**src/logic/pw_pkg.sv**
```systemverilog
package pw_pkg;

    // Bit width of one activation on the input and output streams.
    localparam int activation_width = 8;

    // Bit width of one weight coefficient.
    localparam int weight_width = 8;

    // Width of the accumulator and of the cascade path between slices.
    // 24 bits hold 16 full-scale 8x8 products plus a bias without overflow.
    localparam int acc_width = 24;

    // Enabled clocks from the activation input of a slice to its cascade output.
    // The stages are the operand, product and sum registers.
    localparam int pipe_stages = 3;

    // One input or output channel value.
    typedef logic signed [activation_width-1:0] activation_t;

    // One coefficient of the weight matrix.
    typedef logic signed [weight_width-1:0] weight_t;

    // A partial sum, a bias or a cascade value.
    typedef logic signed [acc_width-1:0] acc_t;

    // Width of a counter that steps through count beats.
    // A single beat still needs one bit so that the counter type is legal.
    function automatic int beat_width(int count);
        return (count > 1) ? $clog2(count) : 1;
    endfunction : beat_width

    // Next value of a beat counter that wraps after count beats.
    function automatic int next_beat(int beat, int count);
        if (beat >= count - 1) begin
            return 0;
        end
        return beat + 1;
    endfunction : next_beat

endpackage : pw_pkg

```
**src/logic/channel_collector.sv**
```systemverilog
`timescale 1ns/10ps

module channel_collector
    import pw_pkg::*;
#(
    parameter int out_channels = 3,
    parameter int right_shift = 0
) (
    input  logic                                 clock_i,
    input  logic                                 enable_i,
    input  logic                                 capture_i,
    input  logic [beat_width(out_channels)-1:0] capture_beat_i,
    input  acc_t                                 result_i,
    output activation_t [out_channels-1:0]       master_data_o
);

    typedef logic [beat_width(out_channels)-1:0] beat_t;

    activation_t field;
    activation_t slot [out_channels];

    // Scaling drops the low bits, and the high bits are discarded.
    assign field = activation_t'(result_i[right_shift +: activation_width]);

    // Earlier channels wait in their slots for the last one.
    for (genvar channel = 0; channel < out_channels - 1; channel++) begin : g_slot
        always_ff @(posedge clock_i) begin
            if (enable_i && capture_i && (capture_beat_i == beat_t'(channel))) begin
                slot[channel] <= field;
            end
        end
    end : g_slot

    // The last channel goes straight out with master valid.
    assign slot[out_channels-1] = field;

    always_comb begin
        for (int channel = 0; channel < out_channels; channel++) begin
            master_data_o[channel] = slot[channel];
        end
    end

    a_beat_in_range : assert property (
        @(posedge clock_i)
        capture_i |-> capture_beat_i <= beat_t'(out_channels - 1)
    );

endmodule : channel_collector

```
**src/logic/mac_chain.sv**
```systemverilog
`timescale 1ns/10ps

module mac_chain
    import pw_pkg::*;
#(
    parameter int in_channels = 4,
    parameter int out_channels = 3,
    parameter weight_t [out_channels-1:0][in_channels-1:0] weights = '0,
    parameter acc_t [out_channels-1:0] biases = '0
) (
    input  logic                          clock_i,
    input  logic                          reset_i,
    input  logic                          enable_i,
    input  logic                          slave_valid_i,
    input  activation_t [in_channels-1:0] slave_data_i,
    output acc_t                          result_o
);

    typedef logic [beat_width(out_channels)-1:0] beat_t;
    typedef weight_t [out_channels-1:0] column_t;

    // Weights of one input channel across all output channels.
    function automatic column_t column_of(int channel);
        column_t column;
        for (int out_channel = 0; out_channel < out_channels; out_channel++) begin
            column[out_channel] = weights[out_channel][channel];
        end
        return column;
    endfunction : column_of

    beat_t bias_beat;
    acc_t  bias_q;
    acc_t  bias_in;
    logic  valid_skew [in_channels];
    acc_t  cascade    [in_channels+1];

    // Same beat as the first slice, used to pick the bias.
    always_ff @(posedge clock_i) begin
        if (!reset_i) begin
            bias_beat <= '0;
        end else if (enable_i && slave_valid_i) begin
            bias_beat <= beat_t'(next_beat(int'(bias_beat), out_channels));
        end
    end

    // Two stages put the bias on the first cascade input in the same clock
    // as the first product.
    always_ff @(posedge clock_i) begin
        if (enable_i) begin
            bias_q  <= biases[bias_beat];
            bias_in <= bias_q;
        end
    end

    assign cascade[0]    = bias_in;
    assign valid_skew[0] = slave_valid_i;

    for (genvar channel = 0; channel < in_channels; channel++) begin : g_slice
        if (channel > 0) begin : g_valid_skew
            always_ff @(posedge clock_i) begin
                if (!reset_i) begin
                    valid_skew[channel] <= 1'b0;
                end else if (enable_i) begin
                    valid_skew[channel] <= valid_skew[channel-1];
                end
            end

            // Stale beats must not reach the slice counters after reset.
            a_skew_clear : assert property (
                @(posedge clock_i) $rose(reset_i) |-> !valid_skew[channel]
            );
        end : g_valid_skew

        mac_slice #(
            .out_channels  (out_channels),
            .skew          (channel),
            .column_weights(column_of(channel))
        ) i_mac_slice (
            .clock_i     (clock_i),
            .reset_i     (reset_i),
            .enable_i    (enable_i),
            .valid_i     (valid_skew[channel]),
            .activation_i(slave_data_i[channel]),
            .cascade_i   (cascade[channel]),
            .cascade_o   (cascade[channel+1])
        );
    end : g_slice

    assign result_o = cascade[in_channels];

endmodule : mac_chain

```
**src/logic/mac_slice.sv**
```systemverilog
`timescale 1ns/10ps

module mac_slice
    import pw_pkg::*;
#(
    parameter int out_channels = 3,
    parameter int skew = 0,
    parameter weight_t [out_channels-1:0] column_weights = '0
) (
    input  logic        clock_i,
    input  logic        reset_i,
    input  logic        enable_i,
    input  logic        valid_i,
    input  activation_t activation_i,
    input  acc_t        cascade_i,
    output acc_t        cascade_o
);

    typedef logic [beat_width(out_channels)-1:0] beat_t;

    activation_t act_pipe [skew+1];
    beat_t       beat;
    activation_t act_q;
    weight_t     weight_q;
    acc_t        product_q;
    acc_t        sum_q;

    // The activation is delayed so that it meets the partial sum from the
    // previous slice on the cascade path.
    assign act_pipe[0] = activation_i;

    for (genvar stage = 1; stage <= skew; stage++) begin : g_skew
        always_ff @(posedge clock_i) begin
            if (enable_i) begin
                act_pipe[stage] <= act_pipe[stage-1];
            end
        end
    end : g_skew

    // The beat counter runs in step with the skewed activation, so it always
    // names the output channel of the operand now at the slice input.
    always_ff @(posedge clock_i) begin
        if (!reset_i) begin
            beat <= '0;
        end else if (enable_i && valid_i) begin
            beat <= beat_t'(next_beat(int'(beat), out_channels));
        end
    end

    // Operand, product and sum registers.
    always_ff @(posedge clock_i) begin
        if (enable_i) begin
            act_q     <= act_pipe[skew];
            weight_q  <= column_weights[beat];
            product_q <= acc_t'(act_q) * acc_t'(weight_q);
            sum_q     <= product_q + cascade_i;
        end
    end

    assign cascade_o = sum_q;

endmodule : mac_slice

```
**src/logic/pointwise_convolve.sv**
```systemverilog
`timescale 1ns/10ps

module pointwise_convolve
    import pw_pkg::*;
#(
    parameter int in_channels = 4,
    parameter int out_channels = 3,
    parameter int right_shift = 0,
    parameter weight_t [out_channels-1:0][in_channels-1:0] weights = '0,
    parameter acc_t [out_channels-1:0] biases = '0
) (
    input  logic                           clock_i,
    input  logic                           reset_i,

    input  logic                           slave_valid_i,
    output logic                           slave_ready_o,
    input  activation_t [in_channels-1:0]  slave_data_i,

    output logic                           master_valid_o,
    input  logic                           master_ready_i,
    output activation_t [out_channels-1:0] master_data_o
);

    logic                                capture;
    logic [beat_width(out_channels)-1:0] capture_beat;
    acc_t                                result;

    // Downstream ready stalls the whole pipeline.
    pw_sequencer #(
        .in_channels (in_channels),
        .out_channels(out_channels)
    ) i_pw_sequencer (
        .clock_i       (clock_i),
        .reset_i       (reset_i),
        .enable_i      (master_ready_i),
        .slave_valid_i (slave_valid_i),
        .slave_ready_o (slave_ready_o),
        .capture_o     (capture),
        .capture_beat_o(capture_beat),
        .master_valid_o(master_valid_o)
    );

    // One output channel per beat.
    mac_chain #(
        .in_channels (in_channels),
        .out_channels(out_channels),
        .weights     (weights),
        .biases      (biases)
    ) i_mac_chain (
        .clock_i      (clock_i),
        .reset_i      (reset_i),
        .enable_i     (master_ready_i),
        .slave_valid_i(slave_valid_i),
        .slave_data_i (slave_data_i),
        .result_o     (result)
    );

    channel_collector #(
        .out_channels(out_channels),
        .right_shift (right_shift)
    ) i_channel_collector (
        .clock_i       (clock_i),
        .enable_i      (master_ready_i),
        .capture_i     (capture),
        .capture_beat_i(capture_beat),
        .result_i      (result),
        .master_data_o (master_data_o)
    );

endmodule : pointwise_convolve

```
**src/logic/pw_sequencer.sv**
```systemverilog
`timescale 1ns/10ps

module pw_sequencer
    import pw_pkg::*;
#(
    parameter int in_channels = 4,
    parameter int out_channels = 3
) (
    input  logic                                 clock_i,
    input  logic                                 reset_i,
    input  logic                                 enable_i,
    input  logic                                 slave_valid_i,
    output logic                                 slave_ready_o,
    output logic                                 capture_o,
    output logic [beat_width(out_channels)-1:0] capture_beat_o,
    output logic                                 master_valid_o
);

    typedef logic [beat_width(out_channels)-1:0] beat_t;

    // Enabled clocks from an input beat to its result at the chain output.
    localparam int latency = in_channels - 1 + pipe_stages;
    localparam beat_t last_beat = beat_t'(out_channels - 1);

    beat_t                in_beat;
    beat_t                out_beat;
    logic [latency:1]     valid_q;
    logic                 result_valid;

    // Each input vector is held for one beat per output channel.
    always_ff @(posedge clock_i) begin
        if (!reset_i) begin
            in_beat <= '0;
        end else if (enable_i && slave_valid_i) begin
            in_beat <= beat_t'(next_beat(int'(in_beat), out_channels));
        end
    end

    // The vector is released on its final beat only.
    assign slave_ready_o = enable_i && (in_beat == last_beat);

    // Valid follows the data through the slice chain.
    always_ff @(posedge clock_i) begin
        if (!reset_i) begin
            valid_q <= '0;
        end else if (enable_i) begin
            valid_q <= {valid_q[latency-1:1], slave_valid_i};
        end
    end

    assign result_valid = valid_q[latency];

    // Tells the collector which output channel the current result belongs to.
    always_ff @(posedge clock_i) begin
        if (!reset_i) begin
            out_beat <= '0;
        end else if (enable_i && result_valid) begin
            out_beat <= beat_t'(next_beat(int'(out_beat), out_channels));
        end
    end

    assign capture_o      = result_valid;
    assign capture_beat_o = out_beat;

    // The output vector is complete once the last channel arrives.
    assign master_valid_o = result_valid && (out_beat == last_beat);

    // The source must hold its vector until the final beat accepts it.
    a_valid_held : assert property (
        @(posedge clock_i) disable iff (!reset_i)
        slave_valid_i && !slave_ready_o |=> slave_valid_i
    );

endmodule : pw_sequencer

```
**config.mk**
```make
export PLATFORM = sky130hd
export DESIGN_NAME = pointwise_convolve
export DESIGN_NICKNAME = d
export VERILOG_FILES = /design/src/logic/pw_pkg.sv /design/src/logic/channel_collector.sv /design/src/logic/mac_chain.sv /design/src/logic/mac_slice.sv /design/src/logic/pointwise_convolve.sv /design/src/logic/pw_sequencer.sv
export SDC_FILE = /design/constraint.sdc
export NUM_CORES = 1
export LEC_CHECK = 0
export BUFFER_PORTS_ARGS = -buffer_cell sky130_fd_sc_hd__buf_2
export CAP_MARGIN = 20
export CORE_ASPECT_RATIO = 1.75
export CORE_UTILIZATION = 28
export CTS_CLUSTER_SIZE = 12
export DETAILED_ROUTE_END_ITERATION = 8
export HOLD_SLACK_MARGIN = 0.03
export SETUP_SLACK_MARGIN = 0.02
export SYNTH_ARGS = -nofsm -noshare
export SYNTH_HDL_FRONTEND = slang
export SYNTH_SLANG_ARGS = --single-unit
export TNS_END_PERCENT = 100
```
**constraint.sdc**
```tcl
create_clock -name clock_i -period 2.79 [get_ports clock_i]
set_clock_uncertainty 0.2 [all_clocks]
set_input_delay 0.1395 -clock clock_i [delete_from_list [all_inputs] [get_ports clock_i]]
set_output_delay 0.1395 -clock clock_i [all_outputs]
set_load 0.05 [all_outputs]
```
==> results of run 1 <==
[flip-flops by register name (all words and copies together) (netlist names)]
register	count
i_mac_chain.g_slice.i_mac_slice.cascade_o	28
i_mac_chain.g_slice.i_mac_slice.product_q	26
i_channel_collector.master_data_o	14
i_pw_sequencer.valid_q	6
i_pw_sequencer.capture_beat_o	2
i_pw_sequencer.in_beat	2
[per-stage QoR]
stage / hold WS [ns] / cells / total power, mW / setup slack [ns]
6_report: 0.218 / 615 / 4.05 / 0.491
5_1_grt: 0.224 / 615 / 4.30 / 0.319
2_1_floorplan: 0.0520 / 400 / 2.71 / 1.08
3_3_place_gp: 0.205 / 596 / 2.77 / 0.972
3_5_place_dp: 0.205 / 596 / 2.81 / 0.929
4_1_cts: 0.218 / 615 / 4.04 / 0.423
[worst reg2reg max path, stage by stage (launching register included)]
cell and delay, ns:
edfxtp_1 0.36, ha_1 0.35, a211oi_2 0.27, o21ai_1 0.14
a21oi_2 0.16, xnor2_1 0.08
[worst min-delay path by stage]
stage	start	endpoint	slack [ns]
6_report	i_mac_chain.g_slice[0].i_mac_slice.product_q[2]	i_mac_chain.g_slice[0].i_mac_slice.cascade_o[2]	0.22
5_1_grt	i_mac_chain.g_slice[2].i_mac_slice.cascade_o[1]	i_mac_chain.g_slice[3].i_mac_slice.cascade_o[1]	0.22
4_1_cts	i_mac_chain.g_slice[0].i_mac_slice.product_q[7]	i_mac_chain.g_slice[0].i_mac_slice.cascade_o[7]	0.22
3_5_place_dp	i_mac_chain.g_slice[0].i_mac_slice.product_q[7]	i_mac_chain.g_slice[0].i_mac_slice.cascade_o[7]	0.20
3_3_place_gp	i_mac_chain.g_slice[0].i_mac_slice.product_q[2]	i_mac_chain.g_slice[0].i_mac_slice.cascade_o[2]	0.21
2_1_floorplan	master_ready_i	i_mac_chain.g_slice[0].i_mac_slice.cascade_o[1]	0.05
[cells in the mapped netlist (2+ instances only)]
cell       n
o21bai_2   2
mux2i_1    5
clkbuf_1  10
nand2_1    3
dfxtp_1   10
inv_1     47
conb_1     2
fa_1      24
nor3_1     2
o21ai_0    3
a211oi_2   3
or2_2      2
xnor2_1   15
nor2b_1    9
nor2_1     6
a21oi_1   10
a21o_1     6
ha_1      60
a21oi_2    3
buf_4     10
edfxtp_1  68
xor2_1    15
[layout make-up]
class	instances	area, um2	share of cell area, %
clock buffer	10	229	4.26
clock inverter	6	86.3	1.61
inverter	47	176	3.28
multi-input combinational	254	2230	41.5
sequential	78	2240	41.7
tap	189	236	4.40
timing repair buffer	31	175	3.26
[power by group]
group / internal, mW / switching, mW / leakage [nW]
logic: 0.487 / 0.642 / 1.67
clock network: 0.780 / 0.430 / 0.149
registers: 1.62 / 0.0860 / 0.735
total: 2.89 / 1.16 / 2.55
[per-layer routing]
metal / routed length (um) / vias up
met5: 0 / -
li1: - / 1193
met4: 138 / 0
met3: 190 / 8
met2: 3220 / 36
met1: 1920 / 1128
[kinds of logic (layout without fill, tap and decap cells)]
family | count (synthesis) | after routing | share of synthesized area (%)
simple gates | 26 | 26 | 3.34
xor+xnor | 30 | 30 | 5.84
buf+inv | 68 | 94 | 6.67
flops | 78 | 78 | 49.8
compound gates | 35 | 35 | 5.73
fa+ha+maj | 84 | 84 | 27.3
mux | 5 | 5 | 1.11
other cells | 2 | 74 | 0.167
==> summary.md, run 1 <==
| Metric | Value |
|---|---|
| Most common cell after layout, fill and taps aside | conb_1 |
| Worst vdd rail ir drop | 320 uV |
| Cell accounting for the most synthesized area | edfxtp_1 |
| Launching point of the worst reg2reg path | i_mac_chain.g_slice[2].i_mac_slice.product_q[2] |
| Total iterations of the first detailed-routing run | 6 |
| Buffer type at the clock tree root | clkbuf_16 |
| Unrepaired setup endpoints after global routing | no |
| Syn Std Cell Area | 4500 um2 |
| Number of global-route vias before repair | 2,451 |
| Warning count from the yosys run | 0 |
| Clock tree sinks | 78 |
| Worst hold stages | 0 |
| Count of cells resized by post-cts repair | 0 |
| Total number of nets in the final design | 541 |
| Fmax | 435 MHz |
| Post-Synthesis Mean Instance Area | 13.7 um2 |
| Family with the most delay on the worst path | buffers and inverters |
| Final Setup Violations | 0 |
| Worst Setup End Kind | primary output |
| Number of fillers in the final layout | 1,552 |
| Worst path slowest cell | buf_4 |
| Worst r2r path cells | 5 |
| Crit Path Max Fanout | 62 |
| Transition at the pin with the smallest max-transition slack | 0.759 ns |
| Final worst path period share | 82.4% |
| Violated checks | design-rule violations |
| Iteration-0 DRC count of the detailed router | 77 |
| Crit path largest cell delay | 0.62 ns |
| Clock latency of the later-clocked register in the worst-skew pair | 0.33 ns |
| Sequential element share of the synthesized area | 49.8% |
| Routability congestion estimate | 0.753 |
| End of the worst register-to-register path | i_mac_chain.g_slice[2].i_mac_slice.cascade_o[7] |
| Post-Place Cell Area | 5030 um2 |
| Total CTS buffers | 9 |
| M2 GR Usage | 15.5% |
| Area of the core region | 15,800 um2 |
| Global routing's busiest layer | met2 |
| Placed wire-length estimate after detailed placement | 4.22 mm |
| Post-synth EDFFs | 68 |
| Result of the run | finished with violations |
| Wire length of the first global-routing pass | 9.87 mm |
| Gate count of the mapped netlist | 328 |
| Commonest register cell after synthesis | edfxtp_1 |
| Total buffers and inverters traversed by the critical path | 4 |
| Path type of the worst setup path | in -> out |
| Leak | 2.55 nW |
| Required time of the critical path | 2.45 ns |
| Cts-stage hold buffer count | 3 |
| Flops & latches, synth | 78 |
| Starting utilization of the core area | 28.5% |
| Met1 GRT Util | 6.31% |
| Number of remaining DRC errors | 13 |
| Remaining global-route overflow | 0 |
| Buffers on Ports | 26 |
| Number of levels in the clock H-tree | 3 |
| Clock slew at reported path FFs | 0.05 ns |
| Power density over cell area | 753 nW/um2 |
| Post-layout utilization of the core | 34.0% |
| CP dominant cell by count | buf_2 |
| Fraction of registers with async set or reset after synthesis | 0% |
| Pin count of the biggest net entering global routing | 63 |
| Number of pins with negative max-slew slack in the final report | 0 |
| Met3 GRT Util | 1.73% |
| Vias per std cell | 3.85 |
| Data arrival time of the worst path | 1.96 ns |
| Average wire per standard cell | 8.89 um |
| All-Layer GR Usage | 7.60% |
| Cell row count | 61 |
| Top-level port count | 62 |
| Vertical die dimension | 170 um |
| Post-CTS Repair Setup Buffers | 0 |
| Final min period | 2.30 ns |
| Number of distinct library cells after synthesis | 35 |
| Post-Layout Inst Area | 5380 um2 |
| # diodes | 0 |
| Synthesis-to-finish area growth | 19.4% |
| Destination of the critical timing path | slave_ready_o |
| Number of nets still failing antenna checks after routing | 0 |
| Number of antenna violations at the first check in global routing | 0 |
| Relative slew slack | 49.4% |
| Cells along the critical path | dlygate4sd3_1, buf_2, buf_4, nand2_1, nor2_1, buf_2 |
| Max_cap viols | 0 |
| Leading cell types in the layout, fill and taps excluded | conb_1, edfxtp_1, ha_1 |
| Final TNS setup | 0 ns |
| Clock tree from TritonCTS | done |
| Die width | 97.9 um |
| Total stage count of the critical path | 6 |
| Worst setup startpoint | master_ready_i |
| Maximum clock path buffer count | 2 |
| Full die area | 16,600 um2 |
| Worst hold path type | reg -> reg |
| Via count of the routed design | 2,365 |
| Total length of routed wires | 5.47 mm |
| Startpoint type of the worst setup path | primary input |
| Cell types with the largest area share after synthesis | edfxtp_1, ha_1, fa_1 |
| Register-to-Register Setup Slack | 0.98 ns |
| Share of Yosys cell area claimed by the top area cell type | 45.4% |
| Endpoints failing hold | 0 |
| Ratio of cells with drive above 1 in the final layout | 13.4% |
(Power assumes the default switching activity.)
==> run 2, diff against run 1 <==
Clock period 2.79 ns to 2.1 ns, I/O delays scaled along.
==> summary.md, run 2 (same netlist as run 1, synthesis figures left out) <==
| Metric | Value |
|---|---|
| Result of the run | finished with violations (unchanged) |
| Violated checks | design-rule violations (unchanged) |
| Min Hold Slack | 0.0609 ns (was 0.218 ns) |
| Required time of the critical path | 1.98 ns (was 2.45 ns) |
| Synthesis-to-finish area growth | 19.0% (was 19.4%) |
| Die width | 97.9 um (unchanged) |
| Total stage count of the critical path | 5 (was 6) |
| Family with the most delay on the worst path | compound AO/OA/AOI/OAI gates (was buffers and inverters) |
| Area occupied by multi-input gates | 2230 um2 (unchanged) |
| Worst Setup End Kind | flop (was primary output) |
| Register-to-Register Setup Slack | 0.27 ns (was 0.98 ns) |
| Startpoint type of the worst setup path | flop (was primary input) |
| Number of nets still failing antenna checks after routing | 0 (unchanged) |
| Number of cells after detailed placement | 598 (was 596) |
| Worst vdd rail ir drop | 349 uV (was 320 uV) |
| Launching point of the worst reg2reg path | i_mac_chain.g_slice[3].i_mac_slice.product_q[3] (was i_mac_chain.g_slice[2].i_mac_slice.product_q[2]) |
| Total number of nets in the final design | 543 (was 541) |
| Cells along the critical path | ha_1, a211oi_2, o21bai_2, a21oi_2, xnor2_1 (was dlygate4sd3_1, buf_2, buf_4, nand2_1, nor2_1, buf_2) |
| Max_cap viols | 0 (unchanged) |
| Full die area | 16,600 um2 (unchanged) |
| Number of global-route vias before repair | 2,480 (was 2,451) |
| Vias per std cell | 3.90 (was 3.85) |
| Leak | 2.55 nW (about the same) |
| Crit path largest cell delay | 0.40 ns (was 0.62 ns) |
| Worst setup startpoint | i_mac_chain.g_slice[3].i_mac_slice.product_q[3] (was master_ready_i) |
| Wire length of the first global-routing pass | 10.4 mm (was 9.87 mm) |
| Number of pins with negative max-slew slack in the final report | 0 (unchanged) |
| Number of fillers in the final layout | 1,535 (was 1,552) |
| Ratio of cells with drive above 1 in the final layout | 13.1% (was 13.4%) |
| Area of the core region | 15,800 um2 (unchanged) |
| Average wire per standard cell | 9.64 um (was 8.89 um) |
| Maximum clock path buffer count | 2 (unchanged) |
| Final TNS setup | 0 ns (unchanged) |
| Remaining global-route overflow | 0 (unchanged) |
| Worst Setup Slack post-DPL | 0.245 ns (was 0.929 ns) |
| Clock tree sinks | 78 (unchanged) |
| Routability congestion estimate | 0.739 (was 0.753) |
| Number of remaining DRC errors | 12 (was 13) |
| Max FFs per register | 28 (unchanged) |
| Worst setup slack after layout | 0.275 ns (was 0.491 ns) |
| Worst path slowest cell | edfxtp_1 (was buf_4) |
| End of the worst register-to-register path | i_mac_chain.g_slice[3].i_mac_slice.cascade_o[7] (was i_mac_chain.g_slice[2].i_mac_slice.cascade_o[7]) |
| Most common cell after layout, fill and taps aside | conb_1 (unchanged) |
| Unrepaired setup endpoints after global routing | no (unchanged) |
| Pin count of the biggest net entering global routing | 40 (was 63) |
| Top-level port count | 62 (unchanged) |
| Path type of the worst setup path | reg -> reg (was in -> out) |
| Count of placed standard cells in the final layout, fillers left out | 617 (was 615) |
| Clock tree from TritonCTS | done (unchanged) |
| Via count of the routed design | 2,408 (was 2,365) |
| Buffer type at the clock tree root | clkbuf_16 (unchanged) |
| Iteration-0 DRC count of the detailed router | 47 (was 77) |
| Vertical die dimension | 170 um (unchanged) |
| Fmax | 548 MHz |
| Endpoints failing hold | 0 (unchanged) |
| Leading cell types in the layout, fill and taps excluded | conb_1, edfxtp_1, ha_1 (unchanged) |
| Destination of the critical timing path | i_mac_chain.g_slice[3].i_mac_slice.cascade_o[7] (was slave_ready_o) |
| Power density over cell area | 981 nW/um2 (was 753 nW/um2) |
| Final Setup Violations | 0 (unchanged) |
| Total buffers and inverters traversed by the critical path | 0 (was 4) |
| Count of cells resized by post-cts repair | 0 (unchanged) |
| Clock slew at reported path FFs | 0.06 ns (was 0.05 ns) |
| Cell row count | 61 (unchanged) |
| Data arrival time of the worst path | 1.71 ns (was 1.96 ns) |
| Final worst path period share | 86.9% |
| Storage cell area | 2240 um2 (unchanged) |
| Starting utilization of the core area | 28.5% (unchanged) |
| # diodes | 0 (unchanged) |
| Crit Path Max Fanout | 3 (was 62) |
| All-Layer GR Usage | 8.06% (was 7.60%) |
| Clock latency of the later-clocked register in the worst-skew pair | 0.33 ns (about the same) |
| Number of antenna violations at the first check in global routing | 0 (unchanged) |
| Total iterations of the first detailed-routing run | 7 (was 6) |
| Post-CTS Repair Setup Buffers | 0 (unchanged) |
| Worst r2r path cells | 5 (unchanged) |
| Number of levels in the clock H-tree | 3 (unchanged) |
| Buffers on Ports | 26 (unchanged) |
| Total CTS buffers | 9 (unchanged) |
| Final min period | 1.83 ns |
| Placed wire-length estimate after detailed placement | 4.70 mm (was 4.22 mm) |
| Total length of routed wires | 5.95 mm (was 5.47 mm) |
| Worst hold path type | in -> reg (was reg -> reg) |
run 2: cell count changes in the layout (fill, tap and decap cells not counted), sizes merged:
cell and change:
buf +2, clkinvlp -1, clkbuf +1, bufinv -1, clkinv +1
run 2: worst min path at each step:
stage	end	slack, ns	start	cells after the start
floorplan	i_mac_chain.g_slice[0].i_mac_slice.cascade_o[1]	0.02	master_ready_i	0
global placement	i_mac_chain.g_slice[0].i_mac_slice.cascade_o[6]	0.20	i_mac_chain.g_slice[0].i_mac_slice.product_q[6]	0
detailed placement	i_mac_chain.g_slice[0].i_mac_slice.cascade_o[1]	0.20	i_mac_chain.g_slice[0].i_mac_slice.product_q[1]	0
CTS	i_pw_sequencer.valid_q[6]	0.06	master_ready_i	3
global route	i_pw_sequencer.valid_q[6]	0.08	master_ready_i	3
finish	i_pw_sequencer.valid_q[6]	0.06	master_ready_i	3
run 2: layout make-up:
type                    instances  share of cell area [%]
clock buffers                  11                    4.34
well taps                     189                    4.41
inverters                      47                    3.29
repair buffers                 33                    3.55
multi-input cells             254                    41.6
flip-flops and latches         78                    41.8
clock inverters                 5                   0.934
run 2: per-layer routing:
| metal | wire [um] | global-route usage, % | vias to the layer above |
|---|---|---|---|
| met5 | 0 | 0 | - |
| met4 | 160 | 5.34 | 0 |
| met3 | 178 | 1.57 | 10 |
| met2 | 3540 | 16.1 | 38 |
| met1 | 2080 | 7.10 | 1163 |
| li1 | - | - | 1197 |
run 2: repair_timing:
item                                   CTS  global route
endpoints found under the hold margin   10             0
setup endpoints to repair                0             0
hold buffers                             3             0
run 2: worst register-to-register path, cell delays in order, from the launching register on:
cell      delay, ns
edfxtp_1       0.40
ha_1           0.37
a211oi_2       0.26
o21bai_2       0.12
a21oi_2        0.15
xnor2_1        0.07
run 2: report_power, final:
| part | leakage [nW] | internal, mW | switching (mW) | total, mW |
|---|---|---|---|---|
| clock | 0.135 | 0.909 | 0.555 | 1.46 |
| combinational | 1.68 | 0.653 | 0.867 | 1.52 |
| sequential | 0.735 | 2.16 | 0.116 | 2.27 |
| total | 2.55 | 3.72 | 1.54 | 5.26 |
run 2: through the flow:
stage	util, %	power, mW	cell area (um2)
after floorplan	-	3.60	4770
after global placement	31.9	3.68	5040
after detailed placement	31.9	3.74	5040
after CTS	33.9	5.23	5360
after global routing	33.9	5.59	5360
final	33.9	5.26	5360
==> run 3, diff against run 2 <==
Settings changed: PLACE_DENSITY from default to 0.49.
==> summary.md, run 3 (same netlist as run 1, synthesis figures left out) <==
| Metric | Value |
|---|---|
| Cells along the critical path | ha_1, a211oi_2, o21bai_2, a21oi_2, xnor2_1 (unchanged) |
| Violated checks | design-rule violations (unchanged) |
| Portion of total power attributed to sequential cells | 43.2% (about the same) |
| Power density over cell area | 974 nW/um2 (was 981 nW/um2) |
| Clock latency of the later-clocked register in the worst-skew pair | 0.33 ns (about the same) |
| Final min period | 1.85 ns (was 1.83 ns) |
| Total CTS buffers | 9 (unchanged) |
| Fmax | 540 MHz (was 548 MHz) |
| Ratio of cells with drive above 1 in the final layout | 12.6% (was 13.1%) |
| Internal power summed over all cells | 3.72 mW (about the same) |
| Most common cell after layout, fill and taps aside | conb_1 (unchanged) |
| Buffer type at the clock tree root | clkbuf_16 (unchanged) |
| Transition at the pin with the smallest max-transition slack | 0.632 ns |
| Number of nets still failing antenna checks after routing | 0 (unchanged) |
| Cts-stage hold buffer count | 4 (was 3) |
| Number of antenna violations at the first check in global routing | 1 (was 0) |
| Pin count of the biggest net entering global routing | 63 (was 40) |
| Crit Path Max Fanout | 3 (unchanged) |
| Total iterations of the first detailed-routing run | 6 (was 7) |
| Worst hold path type | in -> reg (unchanged) |
| Area of the core region | 15,800 um2 (unchanged) |
| Number of fillers in the final layout | 1,583 (was 1,535) |
| Buffers on Ports | 26 (unchanged) |
| Launching point of the worst reg2reg path | i_mac_chain.g_slice[3].i_mac_slice.product_q[3] (unchanged) |
| Worst path slowest cell | edfxtp_1 (unchanged) |
| Post-CTS Repair Setup Buffers | 0 (unchanged) |
| Family with the most delay on the worst path | compound AO/OA/AOI/OAI gates (unchanged) |
| Required time of the critical path | 1.99 ns (was 1.98 ns) |
| Average wire per standard cell | 9.17 um (was 9.64 um) |
| Unrepaired setup endpoints after global routing | no (unchanged) |
| Worst r2r path cells | 5 (unchanged) |
| Total buffers and inverters traversed by the critical path | 0 (unchanged) |
| Count of placed standard cells in the final layout, fillers left out | 616 (was 617) |
| Number of global-route vias before repair | 2,443 (was 2,480) |
| Die width | 97.9 um (unchanged) |
| Max FFs per register | 28 (unchanged) |
| Relative slew slack | 57.7% |
| Top-level port count | 62 (unchanged) |
| Wire length of the first global-routing pass | 9.60 mm (was 10.4 mm) |
| Combinational power share | 28.8% (was 28.9%) |
| Total length of routed wires | 5.65 mm (was 5.95 mm) |
| Clk pwr share | 28.0% (was 27.9%) |
| Total number of nets in the final design | 542 (was 543) |
| Routability congestion estimate | 0.691 (was 0.739) |
| Iteration-0 DRC count of the detailed router | 39 (was 47) |
| Number of levels in the clock H-tree | 3 (unchanged) |
| Worst hold stages | 2 (was 3) |
| Path type of the worst setup path | reg -> reg (unchanged) |
| End of the worst register-to-register path | i_mac_chain.g_slice[3].i_mac_slice.cascade_o[7] (unchanged) |
| Max_cap viols | 0 (unchanged) |
| Number of remaining DRC errors | 11 (was 12) |
| Clock tree from TritonCTS | done (unchanged) |
| Full die area | 16,600 um2 (unchanged) |
| Remaining global-route overflow | 0 (unchanged) |
| Register-to-Register Setup Slack | 0.25 ns (was 0.27 ns) |
| Endpoints failing hold | 0 (unchanged) |
| Leak | 2.55 nW (about the same) |
| Hold wc startpoint | master_ready_i (unchanged) |
| Vias per std cell | 3.89 (was 3.90) |
| Min Hold Slack | 0.106 ns (was 0.0609 ns) |
| Final worst path period share | 88.1% (was 86.9%) |
| Clock tree sinks | 78 (unchanged) |
| Data arrival time of the worst path | 1.74 ns (was 1.71 ns) |
| Total net switching power | 1.51 mW (was 1.54 mW) |
| Final TNS setup | 0 ns (unchanged) |
| Final Setup Violations | 0 (unchanged) |
| Startpoint type of the worst setup path | flop (unchanged) |
| All-Layer GR Usage | 7.58% (was 8.06%) |
| Clock slew at reported path FFs | 0.06 ns (about the same) |
| Worst setup startpoint | i_mac_chain.g_slice[3].i_mac_slice.product_q[3] (unchanged) |
| Worst vdd rail ir drop | 540 uV (was 349 uV) |
| # diodes | 0 (unchanged) |
| Cell row count | 61 (unchanged) |
| Starting utilization of the core area | 28.5% (unchanged) |
| Worst Hold Path EP | i_mac_chain.g_slice[3].i_mac_slice.cascade_o[1] (was i_pw_sequencer.valid_q[6]) |
| Count of cells resized by post-cts repair | 0 (unchanged) |
| Vertical die dimension | 170 um (unchanged) |
| Number of cells after detailed placement | 596 (was 598) |
| Result of the run | finished with violations (unchanged) |
| Via count of the routed design | 2,396 (was 2,408) |
| Worst Setup End Kind | flop (unchanged) |
| Leading cell types in the layout, fill and taps excluded | conb_1, edfxtp_1, ha_1 (unchanged) |
| Number of pins with negative max-slew slack in the final report | 0 (unchanged) |
| Placed wire-length estimate after detailed placement | 4.38 mm (was 4.70 mm) |
| Sw frac | 28.9% (was 29.3%) |
| Crit path largest cell delay | 0.41 ns (was 0.40 ns) |
| Synthesis-to-finish area growth | 19.2% (was 19.0%) |
| Maximum clock path buffer count | 2 (unchanged) |
-- run 3: metrics by stage --
step	instance area, um2	utilization, %	worst slack, ns	power, mW
2_1_floorplan	4770	-	0.390	3.60
3_3_place_gp	5040	31.9	0.272	3.69
3_5_place_dp	5040	31.9	0.209	3.71
4_1_cts	5370	34.0	0.199	5.20
5_1_grt	5370	34.0	0.131	5.55
6_report	5370	34.0	0.249	5.23
-- run 3: per-layer routing --
metal | up-vias | share of wire [%] | global-route usage, %
met5 | - | 0.19 | 0
met4 | 2 | 3.9 | 6.19
met3 | 16 | 4.3 | 1.89
met2 | 39 | 58 | 15.5
met1 | 1138 | 33 | 5.60
li1 | 1201 | - | -
-- run 3: worst max-delay path by stage --
stage,cells after the start,to,slack [ns]
after floorplan,4,i_mac_chain.g_slice[2].i_mac_slice.cascade_o[5],0.39
after global placement,5,i_mac_chain.g_slice[2].i_mac_slice.cascade_o[7],0.27
after detailed placement,5,i_mac_chain.g_slice[3].i_mac_slice.cascade_o[7],0.21
after CTS,5,i_mac_chain.g_slice[3].i_mac_slice.cascade_o[7],0.20
after global routing,5,i_mac_chain.g_slice[3].i_mac_slice.cascade_o[7],0.13
final,5,i_mac_chain.g_slice[3].i_mac_slice.cascade_o[7],0.25
-- run 3: layout make-up --
class | count | area (um2) | area share (%)
flip-flops and latches | 78 | 2240 | 41.8
multi-input cells | 254 | 2230 | 41.6
well taps | 189 | 236 | 4.41
clock buffers | 11 | 233 | 4.34
repair buffers | 32 | 198 | 3.68
inverters | 47 | 176 | 3.29
clock inverters | 5 | 50.0 | 0.933
-- run 3: power by group through the flow --
| stage | clock network [mW] | logic (mW) | registers, mW |
|---|---|---|---|
| floorplan | 0 | 1.34 | 2.26 |
| global placement | 0 | 1.40 | 2.29 |
| detailed placement | 0 | 1.42 | 2.30 |
| CTS | 1.51 | 1.43 | 2.27 |
| global route | 1.55 | 1.71 | 2.29 |
| finish | 1.46 | 1.50 | 2.26 |
-- run 3: worst register-to-register path, stage by stage, from the launching register on --
cell	delay (ns)
edfxtp_1	0.41
ha_1	0.37
a211oi_2	0.28
o21bai_2	0.13
a21oi_2	0.16
xnor2_1	0.07
